**src/fe_pkg.sv**
```systemverilog
`default_nettype none

package fe_pkg;

    // datapath widths.
    localparam int xlen = 32;

    // instruction buffer geometry.
    localparam int ibuf_depth = 8;
    localparam int ibuf_ptr_w = 3;
    localparam int ibuf_cnt_w = 4;

    // ready stays high up to this occupancy so one two-wide write still fits.
    localparam int ibuf_accept_max = 4;

    // filler word for an exception entry.
    localparam logic [xlen-1:0] nop_inst = 32'h0340_0000;

    // major opcode of a conditional branch, offset in bits 15:0.
    localparam logic [5:0] br_opcode = 6'h04;

    typedef enum logic [1:0] {
        exc_none             = 2'd0,
        exc_fetch_misaligned = 2'd1
    } exception_t;

endpackage

`default_nettype wire

```
**src/fetch_unit.sv**
```systemverilog
`timescale 1ns/1ps
`default_nettype none

module fetch_unit #(
    parameter logic [31:0] reset_pc = 32'h0000_0000
) (
    input  wire                          clk,
    input  wire                          rst,
    input  wire                          redirect,
    input  wire  [fe_pkg::xlen-1:0]      redirect_pc,

    output logic [fe_pkg::xlen-1:0]      fetch_addr,
    input  wire  [fe_pkg::xlen-1:0]      fetch_word1,
    input  wire  [fe_pkg::xlen-1:0]      fetch_word2,

    input  wire                          push_ready,
    output logic [1:0]                   push_size,
    output logic [fe_pkg::xlen-1:0]      push_pc1,
    output logic [fe_pkg::xlen-1:0]      push_inst1,
    output logic                         push_pred_taken1,
    output logic [fe_pkg::xlen-1:0]      push_pred_target1,
    output fe_pkg::exception_t           push_exc1,
    output logic [fe_pkg::xlen-1:0]      push_pc2,
    output logic [fe_pkg::xlen-1:0]      push_inst2,
    output logic                         push_pred_taken2,
    output logic [fe_pkg::xlen-1:0]      push_pred_target2,
    output fe_pkg::exception_t           push_exc2
);

    logic [fe_pkg::xlen-1:0] pc;
    logic [fe_pkg::xlen-1:0] pc_next;
    logic                    halt;
    logic                    misaligned;
    logic                    taken1;
    logic                    taken2;
    logic [fe_pkg::xlen-1:0] target1;
    logic [fe_pkg::xlen-1:0] target2;

    // static rule: backward branches are taken.
    function automatic logic pred_taken(input logic [fe_pkg::xlen-1:0] w);
        return (w[31:26] == fe_pkg::br_opcode) && w[15];
    endfunction

    function automatic logic [fe_pkg::xlen-1:0] br_target(
        input logic [fe_pkg::xlen-1:0] bpc,
        input logic [fe_pkg::xlen-1:0] w
    );
        return bpc + 32'd4 + {{(fe_pkg::xlen-18){w[15]}}, w[15:0], 2'b00};
    endfunction

    assign fetch_addr = pc;
    assign misaligned = pc[1:0] != 2'b00;

    assign taken1  = pred_taken(fetch_word1);
    assign taken2  = pred_taken(fetch_word2);
    assign target1 = br_target(pc, fetch_word1);
    assign target2 = br_target(pc + 32'd4, fetch_word2);

    always_comb begin
        if (redirect || halt || !push_ready) begin
            push_size = 2'd0;
        end else if (misaligned || taken1) begin
            push_size = 2'd1; // second word dropped.
        end else begin
            push_size = 2'd2;
        end
    end

    assign push_pc1          = pc;
    assign push_inst1        = misaligned ? fe_pkg::nop_inst : fetch_word1;
    assign push_pred_taken1  = taken1 && !misaligned;
    assign push_pred_target1 = target1;
    assign push_exc1         = misaligned ? fe_pkg::exc_fetch_misaligned : fe_pkg::exc_none;

    assign push_pc2          = pc + 32'd4;
    assign push_inst2        = fetch_word2;
    assign push_pred_taken2  = taken2;
    assign push_pred_target2 = target2;
    assign push_exc2         = fe_pkg::exc_none;

    always_comb begin
        pc_next = pc;
        if (push_size != 2'd0 && !misaligned) begin
            if (taken1) begin
                pc_next = target1;
            end else if (taken2) begin
                pc_next = target2;
            end else begin
                pc_next = pc + 32'd8;
            end
        end
    end

    always_ff @(posedge clk) begin
        if (rst) begin
            pc   <= reset_pc;
            halt <= 1'b0;
        end else if (redirect) begin
            pc   <= redirect_pc;
            halt <= 1'b0;
        end else begin
            pc <= pc_next;
            if (push_size != 2'd0 && misaligned) begin
                halt <= 1'b1; // sticky until the next redirect.
            end
        end
    end

    // one exception entry, then fetch stays quiet.
    a_halt_after_exc: assert property (@(posedge clk) disable iff (rst)
        push_size != 2'd0 && misaligned |=> push_size == 2'd0);

endmodule

`default_nettype wire

```
**src/ibuf.sv**
```systemverilog
`timescale 1ns/1ps
`default_nettype none

module ibuf (
    input  wire                          clk,
    input  wire                          rst,
    input  wire                          flush,

    input  wire  [1:0]                   push_size,
    output logic                         push_ready,
    input  wire  [fe_pkg::xlen-1:0]      push_pc1,
    input  wire  [fe_pkg::xlen-1:0]      push_inst1,
    input  wire                          push_pred_taken1,
    input  wire  [fe_pkg::xlen-1:0]      push_pred_target1,
    input  wire  fe_pkg::exception_t     push_exc1,
    input  wire  [fe_pkg::xlen-1:0]      push_pc2,
    input  wire  [fe_pkg::xlen-1:0]      push_inst2,
    input  wire                          push_pred_taken2,
    input  wire  [fe_pkg::xlen-1:0]      push_pred_target2,
    input  wire  fe_pkg::exception_t     push_exc2,

    output logic                         head_valid1,
    output logic [fe_pkg::xlen-1:0]      head_pc1,
    output logic [fe_pkg::xlen-1:0]      head_inst1,
    output logic                         head_pred_taken1,
    output logic [fe_pkg::xlen-1:0]      head_pred_target1,
    output fe_pkg::exception_t           head_exc1,
    output logic                         head_valid2,
    output logic [fe_pkg::xlen-1:0]      head_pc2,
    output logic [fe_pkg::xlen-1:0]      head_inst2,
    output logic                         head_pred_taken2,
    output logic [fe_pkg::xlen-1:0]      head_pred_target2,
    output fe_pkg::exception_t           head_exc2,

    input  wire  [1:0]                   consume
);

    logic [fe_pkg::xlen-1:0] pc_mem     [fe_pkg::ibuf_depth];
    logic [fe_pkg::xlen-1:0] inst_mem   [fe_pkg::ibuf_depth];
    logic                    taken_mem  [fe_pkg::ibuf_depth];
    logic [fe_pkg::xlen-1:0] target_mem [fe_pkg::ibuf_depth];
    fe_pkg::exception_t      exc_mem    [fe_pkg::ibuf_depth];

    logic [fe_pkg::ibuf_ptr_w-1:0] head;
    logic [fe_pkg::ibuf_ptr_w-1:0] tail;
    logic [fe_pkg::ibuf_ptr_w-1:0] head_p1;
    logic [fe_pkg::ibuf_ptr_w-1:0] tail_p1;
    logic [fe_pkg::ibuf_cnt_w-1:0] count;
    logic [fe_pkg::ibuf_cnt_w-1:0] push_cnt;
    logic [fe_pkg::ibuf_cnt_w-1:0] consume_cnt;

    assign head_p1     = head + {{(fe_pkg::ibuf_ptr_w-1){1'b0}}, 1'b1};
    assign tail_p1     = tail + {{(fe_pkg::ibuf_ptr_w-1){1'b0}}, 1'b1};
    assign push_cnt    = {{(fe_pkg::ibuf_cnt_w-2){1'b0}}, push_size};
    assign consume_cnt = {{(fe_pkg::ibuf_cnt_w-2){1'b0}}, consume};

    assign push_ready = int'(count) <= fe_pkg::ibuf_accept_max;

    // two oldest entries.
    assign head_valid1       = count >= {{(fe_pkg::ibuf_cnt_w-1){1'b0}}, 1'b1};
    assign head_pc1          = pc_mem[head];
    assign head_inst1        = inst_mem[head];
    assign head_pred_taken1  = taken_mem[head];
    assign head_pred_target1 = target_mem[head];
    assign head_exc1         = exc_mem[head];

    assign head_valid2       = count >= {{(fe_pkg::ibuf_cnt_w-2){1'b0}}, 2'd2};
    assign head_pc2          = pc_mem[head_p1];
    assign head_inst2        = inst_mem[head_p1];
    assign head_pred_taken2  = taken_mem[head_p1];
    assign head_pred_target2 = target_mem[head_p1];
    assign head_exc2         = exc_mem[head_p1];

    always_ff @(posedge clk) begin
        if (rst || flush) begin
            head  <= '0;
            tail  <= '0;
            count <= '0;
        end else begin
            head  <= head + consume_cnt[fe_pkg::ibuf_ptr_w-1:0];
            tail  <= tail + push_cnt[fe_pkg::ibuf_ptr_w-1:0];
            count <= count + push_cnt - consume_cnt;
        end
    end

    always_ff @(posedge clk) begin
        if (!rst && !flush) begin
            if (push_size != 2'd0) begin
                pc_mem[tail]     <= push_pc1;
                inst_mem[tail]   <= push_inst1;
                taken_mem[tail]  <= push_pred_taken1;
                target_mem[tail] <= push_pred_target1;
                exc_mem[tail]    <= push_exc1;
            end
            if (push_size == 2'd2) begin
                pc_mem[tail_p1]     <= push_pc2;
                inst_mem[tail_p1]   <= push_inst2;
                taken_mem[tail_p1]  <= push_pred_taken2;
                target_mem[tail_p1] <= push_pred_target2;
                exc_mem[tail_p1]    <= push_exc2;
            end
        end
    end

    a_no_overflow: assert property (@(posedge clk) disable iff (rst)
        int'(count) <= fe_pkg::ibuf_depth);

    // issue side may only take what is there.
    a_no_underflow: assert property (@(posedge clk) disable iff (rst || flush)
        consume_cnt <= count);

endmodule

`default_nettype wire

```
**src/issue_stage.sv**
```systemverilog
`timescale 1ns/1ps
`default_nettype none

module issue_stage (
    input  wire                          clk,
    input  wire                          rst,
    input  wire                          flush,
    input  wire  [1:0]                   issue_allow,

    input  wire                          head_valid1,
    input  wire  [fe_pkg::xlen-1:0]      head_pc1,
    input  wire  [fe_pkg::xlen-1:0]      head_inst1,
    input  wire                          head_pred_taken1,
    input  wire  [fe_pkg::xlen-1:0]      head_pred_target1,
    input  wire  fe_pkg::exception_t     head_exc1,
    input  wire                          head_valid2,
    input  wire  [fe_pkg::xlen-1:0]      head_pc2,
    input  wire  [fe_pkg::xlen-1:0]      head_inst2,
    input  wire                          head_pred_taken2,
    input  wire  [fe_pkg::xlen-1:0]      head_pred_target2,
    input  wire  fe_pkg::exception_t     head_exc2,

    output logic [1:0]                   consume,

    output logic                         out_valid1,
    output logic [fe_pkg::xlen-1:0]      out_pc1,
    output logic [fe_pkg::xlen-1:0]      out_inst1,
    output logic                         out_pred_taken1,
    output logic [fe_pkg::xlen-1:0]      out_pred_target1,
    output fe_pkg::exception_t           out_exc1,
    output logic                         out_valid2,
    output logic [fe_pkg::xlen-1:0]      out_pc2,
    output logic [fe_pkg::xlen-1:0]      out_inst2,
    output logic                         out_pred_taken2,
    output logic [fe_pkg::xlen-1:0]      out_pred_target2
);

    logic [1:0] n_valid;
    logic       has_exc;

    assign n_valid = {1'b0, head_valid1} + {1'b0, head_valid2};
    assign has_exc = (head_exc1 != fe_pkg::exc_none) || (head_exc2 != fe_pkg::exc_none);

    always_comb begin
        consume = (issue_allow < n_valid) ? issue_allow : n_valid;
        // an exception entry always goes out alone in slot 1.
        if (consume == 2'd2 && has_exc) begin
            consume = 2'd1;
        end
    end

    always_ff @(posedge clk) begin
        if (rst || flush) begin
            out_valid1 <= 1'b0;
            out_valid2 <= 1'b0;
        end else begin
            out_valid1 <= consume != 2'd0;
            out_valid2 <= consume == 2'd2;
        end
    end

    always_ff @(posedge clk) begin
        if (consume != 2'd0) begin
            out_pc1          <= head_pc1;
            out_inst1        <= head_inst1;
            out_pred_taken1  <= head_pred_taken1;
            out_pred_target1 <= head_pred_target1;
            out_exc1         <= head_exc1;
        end
        if (consume == 2'd2) begin
            out_pc2          <= head_pc2;
            out_inst2        <= head_inst2;
            out_pred_taken2  <= head_pred_taken2;
            out_pred_target2 <= head_pred_target2;
        end
    end

    a_exc_alone: assert property (@(posedge clk) disable iff (rst)
        out_valid2 |-> out_exc1 == fe_pkg::exc_none);

endmodule

`default_nettype wire

```
**src/frontend_top.sv**
```systemverilog
`timescale 1ns/1ps
`default_nettype none

module frontend_top #(
    parameter logic [31:0] reset_pc = 32'h0000_0000
) (
    input  wire                          clk,
    input  wire                          rst,
    input  wire                          redirect,
    input  wire  [fe_pkg::xlen-1:0]      redirect_pc,

    output logic [fe_pkg::xlen-1:0]      fetch_addr,
    input  wire  [fe_pkg::xlen-1:0]      fetch_word1,
    input  wire  [fe_pkg::xlen-1:0]      fetch_word2,

    input  wire  [1:0]                   issue_allow,
    output logic                         out_valid1,
    output logic [fe_pkg::xlen-1:0]      out_pc1,
    output logic [fe_pkg::xlen-1:0]      out_inst1,
    output logic                         out_pred_taken1,
    output logic [fe_pkg::xlen-1:0]      out_pred_target1,
    output fe_pkg::exception_t           out_exc1,
    output logic                         out_valid2,
    output logic [fe_pkg::xlen-1:0]      out_pc2,
    output logic [fe_pkg::xlen-1:0]      out_inst2,
    output logic                         out_pred_taken2,
    output logic [fe_pkg::xlen-1:0]      out_pred_target2
);

    // fetch to buffer.
    logic [1:0]              push_size;
    logic                    push_ready;
    logic [fe_pkg::xlen-1:0] push_pc1;
    logic [fe_pkg::xlen-1:0] push_inst1;
    logic                    push_pred_taken1;
    logic [fe_pkg::xlen-1:0] push_pred_target1;
    fe_pkg::exception_t      push_exc1;
    logic [fe_pkg::xlen-1:0] push_pc2;
    logic [fe_pkg::xlen-1:0] push_inst2;
    logic                    push_pred_taken2;
    logic [fe_pkg::xlen-1:0] push_pred_target2;
    fe_pkg::exception_t      push_exc2;

    // buffer to issue.
    logic                    head_valid1;
    logic [fe_pkg::xlen-1:0] head_pc1;
    logic [fe_pkg::xlen-1:0] head_inst1;
    logic                    head_pred_taken1;
    logic [fe_pkg::xlen-1:0] head_pred_target1;
    fe_pkg::exception_t      head_exc1;
    logic                    head_valid2;
    logic [fe_pkg::xlen-1:0] head_pc2;
    logic [fe_pkg::xlen-1:0] head_inst2;
    logic                    head_pred_taken2;
    logic [fe_pkg::xlen-1:0] head_pred_target2;
    fe_pkg::exception_t      head_exc2;
    logic [1:0]              consume;

    fetch_unit #(
        .reset_pc(reset_pc)
    ) u_fetch (
        .clk(clk),
        .rst(rst),
        .redirect(redirect),
        .redirect_pc(redirect_pc),
        .fetch_addr(fetch_addr),
        .fetch_word1(fetch_word1),
        .fetch_word2(fetch_word2),
        .push_ready(push_ready),
        .push_size(push_size),
        .push_pc1(push_pc1),
        .push_inst1(push_inst1),
        .push_pred_taken1(push_pred_taken1),
        .push_pred_target1(push_pred_target1),
        .push_exc1(push_exc1),
        .push_pc2(push_pc2),
        .push_inst2(push_inst2),
        .push_pred_taken2(push_pred_taken2),
        .push_pred_target2(push_pred_target2),
        .push_exc2(push_exc2)
    );

    ibuf u_ibuf (
        .clk(clk),
        .rst(rst),
        .flush(redirect),
        .push_size(push_size),
        .push_ready(push_ready),
        .push_pc1(push_pc1),
        .push_inst1(push_inst1),
        .push_pred_taken1(push_pred_taken1),
        .push_pred_target1(push_pred_target1),
        .push_exc1(push_exc1),
        .push_pc2(push_pc2),
        .push_inst2(push_inst2),
        .push_pred_taken2(push_pred_taken2),
        .push_pred_target2(push_pred_target2),
        .push_exc2(push_exc2),
        .head_valid1(head_valid1),
        .head_pc1(head_pc1),
        .head_inst1(head_inst1),
        .head_pred_taken1(head_pred_taken1),
        .head_pred_target1(head_pred_target1),
        .head_exc1(head_exc1),
        .head_valid2(head_valid2),
        .head_pc2(head_pc2),
        .head_inst2(head_inst2),
        .head_pred_taken2(head_pred_taken2),
        .head_pred_target2(head_pred_target2),
        .head_exc2(head_exc2),
        .consume(consume)
    );

    issue_stage u_issue (
        .clk(clk),
        .rst(rst),
        .flush(redirect),
        .issue_allow(issue_allow),
        .head_valid1(head_valid1),
        .head_pc1(head_pc1),
        .head_inst1(head_inst1),
        .head_pred_taken1(head_pred_taken1),
        .head_pred_target1(head_pred_target1),
        .head_exc1(head_exc1),
        .head_valid2(head_valid2),
        .head_pc2(head_pc2),
        .head_inst2(head_inst2),
        .head_pred_taken2(head_pred_taken2),
        .head_pred_target2(head_pred_target2),
        .head_exc2(head_exc2),
        .consume(consume),
        .out_valid1(out_valid1),
        .out_pc1(out_pc1),
        .out_inst1(out_inst1),
        .out_pred_taken1(out_pred_taken1),
        .out_pred_target1(out_pred_target1),
        .out_exc1(out_exc1),
        .out_valid2(out_valid2),
        .out_pc2(out_pc2),
        .out_inst2(out_inst2),
        .out_pred_taken2(out_pred_taken2),
        .out_pred_target2(out_pred_target2)
    );

endmodule

`default_nettype wire

```
**config.mk**
```make
export PLATFORM = sky130hd
export DESIGN_NAME = frontend_top
export DESIGN_NICKNAME = d
export VERILOG_FILES = /design/src/fe_pkg.sv /design/src/fetch_unit.sv /design/src/ibuf.sv /design/src/issue_stage.sv /design/src/frontend_top.sv
export SDC_FILE = /design/constraint.sdc
export NUM_CORES = 2
export LEC_CHECK = 0
export ABC_CLOCK_PERIOD_IN_PS = 13000
export BUFFER_PORTS_ARGS = -buffer_cell sky130_fd_sc_hd__buf_4
export CAP_MARGIN = 20
export CORE_MARGIN = 4
export CORE_UTILIZATION = 44
export DETAILED_ROUTE_END_ITERATION = 10
export GPL_ROUTABILITY_DRIVEN = 0
export GPL_TIMING_DRIVEN = 0
export PLACE_DENSITY = 0.67
export SLEW_MARGIN = 20
export SYNTH_ARGS = -nofsm -noshare
export SYNTH_HDL_FRONTEND = slang
export SYNTH_SLANG_ARGS = --single-unit
export TNS_END_PERCENT = 50
```
**constraint.sdc**
```tcl
create_clock -name clk -period 13 [get_ports clk]
set_input_delay 3.25 -clock clk [delete_from_list [all_inputs] [get_ports clk]]
set_output_delay 3.25 -clock clk [all_outputs]
set_load 0.03 [all_outputs]
```
== Word-level counts from Yosys, hierarchy flattened ==
Memory sizes are Yosys's and may differ from the RTL's. A register that Yosys moved wholly into a read port is not among the register bits.
Cells that the tools add are included.
Storage, ports and cells
  memory bits (writable): 784
  bits in registers: 47
  memories: 5
  output and inout port bits: 230
Operators by class
  eq/ne operators: 5
  add/sub/neg operators: 12
  order comparisons: 4
  reduce and logical (&&, ||, !) cells: 23
  multiplexer cells: 17
Memories
  u_ibuf.inst_mem: depth 8, bits a word 32, rd ports 2, clocked after Yosys merged registers in 2, wr ports 2, line ibuf.sv:39  | logic [fe_pkg::xlen-1:0] inst_mem [fe_pkg::ibuf_depth];
  u_ibuf.pc_mem: depth 8, bits a word 32, rd ports 2, clocked after Yosys merged registers in 2, wr ports 2, line ibuf.sv:38  | logic [fe_pkg::xlen-1:0] pc_mem [fe_pkg::ibuf_depth];
  u_ibuf.target_mem: depth 8, bits a word 32, rd ports 2, clocked after Yosys merged registers in 2, wr ports 2, line ibuf.sv:41  | logic [fe_pkg::xlen-1:0] target_mem [fe_pkg::ibuf_depth];
  u_ibuf.exc_mem: depth 8, bits a word 1, rd ports 2, clocked after Yosys merged registers in 1, wr ports 2, line ibuf.sv:42  | fe_pkg::exception_t exc_mem [fe_pkg::ibuf_depth];
  u_ibuf.taken_mem: depth 8, bits a word 1, rd ports 2, clocked after Yosys merged registers in 2, wr ports 2, line ibuf.sv:40  | logic taken_mem [fe_pkg::ibuf_depth];
Operators by type and width (count)
  32-bit two-way mux: 5
  32-bit by 3-bit adder with 32-bit output, second input constant: 2
  32-bit adder: 2
  32-bit by 4-bit adder with 32-bit output, second input constant: 1
  6-bit by 3-bit equality test with 1-bit output, second input constant: 2
  2-bit nonzero test: 6
  2-bit two-way mux: 4
  1-bit logical AND: 7
  1-bit two-way mux: 7
  3-bit by 1-bit adder with 3-bit output, second input constant: 2
  3-bit by 2-bit adder with 3-bit output: 2
  2-bit equality test, second input constant: 3
  1-bit logical OR: 5
  4-bit by 2-bit adder with 4-bit output: 1
  4-bit by 1-bit >= comparator with 1-bit output, second input constant: 1
  4-bit by 2-bit >= comparator with 1-bit output, second input constant: 1
  4-bit by 3-bit <= comparator with 1-bit output, second input constant: 1
  1-bit logical NOT: 4
  4-bit by 2-bit subtractor with 4-bit output: 1
  3-bit two-way mux: 1
  1-bit by 1-bit adder with 2-bit output: 1
  2-bit < comparator: 1
  2-bit OR reduction: 1

== Longest topological paths before layout ==
  word-level depth: 9
  gate-level depth with buffers: 22
  depth with buffers taken out: 19

== Hierarchy ==
From an unflattened synthesis, not the netlist that was laid out.
Unflattened totals
  cell total of the unflattened synthesis: 3742
  area, all modules: 60216.5 um^2
Modules (own cells, without submodules)
  ibuf: instances 1, cells each 2465, area an instance 46651.0 um^2
  fetch_unit: instances 1, cells each 1059, area an instance 7470.9 um^2
  issue_stage: instances 1, cells each 218, area an instance 6094.6 um^2

== Least setup slack after synthesis ==
Ideal clock, no wire load.
  path kind: input port to flip-flop
  start point: in redirect
  end point: mem u_ibuf.inst_mem[3][0] in the netlist's numbering (enable)
  arrival time: 6.862 ns
  cell stages on the path: 8
  setup time: 0.456 ns
  slack: 5.682 ns
  path buffers: 3
  data required time: 12.544 ns
  path through: clkbuf_8 nor3_2 nand2_1 or2_1 or3_1 clkbuf_1 clkbuf_1 nand2_1
RTL lines
  from (decl): line frontend_top.sv:9  | input wire redirect,
  to (decl): line ibuf.sv:39

==> impl_metrics.json <==
{
  "synth_area_leaders": "edfxtp_1, mux4_2, nand2_1",
  "fp.dieArea_um2": 133000,
  "cpMaxStageDelayCell": "a2111oi_2",
  "portBuffers": 310,
  "path_cells": "buf_2 -> nand2_1 -> nor4_1 -> clkbuf_1 -> nor2b_1 -> clkbuf_1 -> xor2_1 -> ha_1 -> ha_1 -> a211oi_1 -> nand2_1 -> a2111oi_2 -> nor2_1 -> a211oi_2 -> o221ai_1 -> xnor2_1 -> o21ai_0",
  "antenna_found_initial": 19,
  "track_usage_pct": 31.9,
  "slew_headroom_pct": 11.6,
  "layout.nets": 5095,
  "crit_path_end_kind": "register",
  "ys_seq_area_share_pct": 52.9,
  "crit_family": "compound AO/OA/AOI/OAI gates",
  "rsz0062_at_grt": "false",
  "synth_top_cell_area_share_pct": 51.0,
  "yosysTopAreaCell": "edfxtp_1",
  "place_hpwl_mm": 153,
  "r2r_cells": 17,
  "syn-num-nets": 4640,
  "avgSynthCellArea_um2": 12.6,
  "cts_buffer_depth": 3,
  "tns_ns": 0,
  "wirelength_mm": 217,
  "clock-root-buffer": "clkbuf_16",
  "grt_max_degree": 61,
  "netlist_instances": 4432,
  "io_pins": 331,
  "cts_tree": "yes",
  "grt_pass1_vias": 41900,
  "cts.repair.resized": 0,
  "worstPathRequired_ns": 13.48,
  "area_delta_synth_final_pct": 15.6,
  "p_leak_nw": 22.2,
  "fmax_mhz": 128,
  "path_depth": 17,
  "crit_buf_inv": 3,
  "cts_buffers": 107,
  "cts_max_level": 3,
  "ys.flop_type": "edfxtp_1",
  "critical_path_class": "register to register",
  "post-place-cells": 6424,
  "firstDrtPassIters": 8,
  "cts_hold_buf": 0,
  "synth.most_common_cell": "edfxtp_1",
  "start_util_pct": 44.4,
  "hold_viol_final": 0,
  "vias_per_cell": 6.58,
  "first_iter_violations": 7404,
  "fin_worst_skew_ns": 0.0502,
  "arrival_ns": 8.26,
  "cts.reportedPaths.clkPinSlew_ns": 0.07,
  "critPathLaunchType": "register",
  "core-area_um2": 126000,
  "wl_per_cell_um": 32.6,
  "synth-warning-count": 0,
  "period_needed_ns": 7.78,
  "maxSlewViolCount": 0,
  "period_share_pct": 59.9,
  "cellPowerDensity_nw_per_um2": 176,
  "cts_sinks": 1004,
  "overflow": 0,
  "status": "complete, no violations",
  "clk-insertion-delay-late_ns": 0.79,
  "max_stage_delay_ns": 0.89,
  "ir_drop_mv": 0.269,
  "grt_pass1_wl_mm": 300,
  "chipWidth_um": 365,
  "synth_cell_type_count": 91,
  "whs_path_depth": 2,
  "synthArstFlopShare_pct": 0,
  "maxCapViolations": 0,
  "synthTopCellsByCount": "edfxtp_1, nand2_1, o21ai_0",
  "worstMarginPinSlew_ns": 1.33,
  "via_count": 43700,
  "post_cts_buffers": 0,
  "hold_class": "register to register",
  "instances_no_fill": 6635,
  "die_y_um": 365,
  "drc": 0,
  "row_count": 130,
  "synth_edf_count": 951,
  "ys_ff_latch": 1004,
  "netlist_area_um2": 56000,
  "setup_viol": 0,
  "drtAntennaViolNets": 0,
  "path_max_fanout": 10,
  "drive_gt1_share_pct": 24.7
}
## state kept, by name, indices dropped and copies added (netlist names), 8 cells and up
register,cells
u_ibuf.target_mem,256
u_issue.out_pc1,30
u_ibuf.pc_mem,240
u_issue.out_inst1,32
u_issue.out_pred_target1,32
u_issue.out_inst2,32
u_fetch.fetch_addr,32
u_issue.out_pred_target2,32
u_ibuf.exc_mem,8
u_ibuf.taken_mem,8
u_ibuf.inst_mem,256
u_issue.out_pc2,30
## layout make-up
type                    count  area, um^2
diodes                     15        37.5
clock inverters            49         418
inverters                  39         154
fillers                 10800       61400
plain buffers             382        1700
multi-input cells        3007       24800
repair buffers            346        3010
flip-flops and latches   1004       29600
clock buffers             143        2950
well taps                1650        2060
## cells in the final DEF (no fill, tap or decap), types with 16 or more instances in the layout
cell / Yosys / layout
a21o_1: 22 / 22
nor2_1: 229 / 227
nand3_1: 53 / 53
o21ai_0: 520 / 520
clkbuf_2: 4 / 28
xnor2_1: 166 / 157
buf_4: 30 / 340
a21oi_1: 127 / 126
mux2_2: 190 / 190
nor3_1: 41 / 36
clkbuf_16: 0 / 109
buf_12: 1 / 16
clkbuf_8: 7 / 16
buf_2: 15 / 26
clkbuf_1: 250 / 261
inv_1: 38 / 37
edfxtp_1: 951 / 951
mux4_2: 384 / 384
xor2_1: 140 / 137
nand2_1: 752 / 744
clkinv_1: 0 / 20
ha_1: 101 / 101
dfxtp_1: 53 / 53
o21ai_1: 25 / 25
buf_1: 75 / 54
## worst min-delay path: cells and delay by family (launching register included)
kind | cells | cell delay, ns
AO/OA/AOI/OAI | 1 | 0.05
flip-flops | 1 | 0.34
AND/OR/NAND/NOR | 1 | 0.07
## final timing paths
check                        start                        to  slack, ns
min reg2reg           u_fetch.halt              u_fetch.halt       0.50
min                   u_fetch.halt              u_fetch.halt       0.50
max reg2reg  u_fetch.fetch_addr[2]  u_ibuf.target_mem[6][23]       5.22
max          u_fetch.fetch_addr[2]  u_ibuf.target_mem[6][23]       5.22
## cells by family (layout without fill, tap and decap cells)
| group | count (synthesis) | count (layout) | synth area share, % |
|---|---|---|---|
| compound gates | 820 | 820 | 8.31 |
| xor+xnor | 309 | 309 | 4.87 |
| fa+ha+maj | 107 | 107 | 2.47 |
| buf+inv | 421 | 959 | 3.22 |
| flops | 1004 | 1004 | 52.9 |
| mux | 585 | 585 | 19.5 |
| other cells | 1 | 16 | 0.00670 |
| simple gates | 1185 | 1185 | 8.74 |
## power by group
part           total (mW)  switching [mW]  internal, mW
Clock                3.05            1.35          1.70
Sequential           4.23           0.120          4.11
Combinational        4.10            2.59          1.51
## through the flow
stage | setup slack [ns] | cell area (um^2) | utilization, % | total power, mW | hold WS [ns]
6_report | 5.22 | 64700 | 51.3 | 11.4 | 0.497
5_1_grt | 5.17 | 64700 | 51.3 | 11.7 | 0.514
4_1_cts | 5.47 | 64600 | 51.2 | 11.3 | 0.492
3_5_place_dp | 4.67 | 61200 | 48.5 | 8.32 | 0.481
3_3_place_gp | 0.693 | 60400 | 47.9 | 8.29 | 0.460
2_1_floorplan | 5.68 | 56000 | - | 6.83 | 0.443
## routing by layer
metal	vias to the layer above	routed length [um]	GRT usage, %
met4	14	15900	19.8
li1	17600	-	-
met2	3852	93000	46.5
met1	21400	73300	39.6
met3	836	34200	13.0
met5	-	161	0.436
Power figures use the tool's default switching activity.
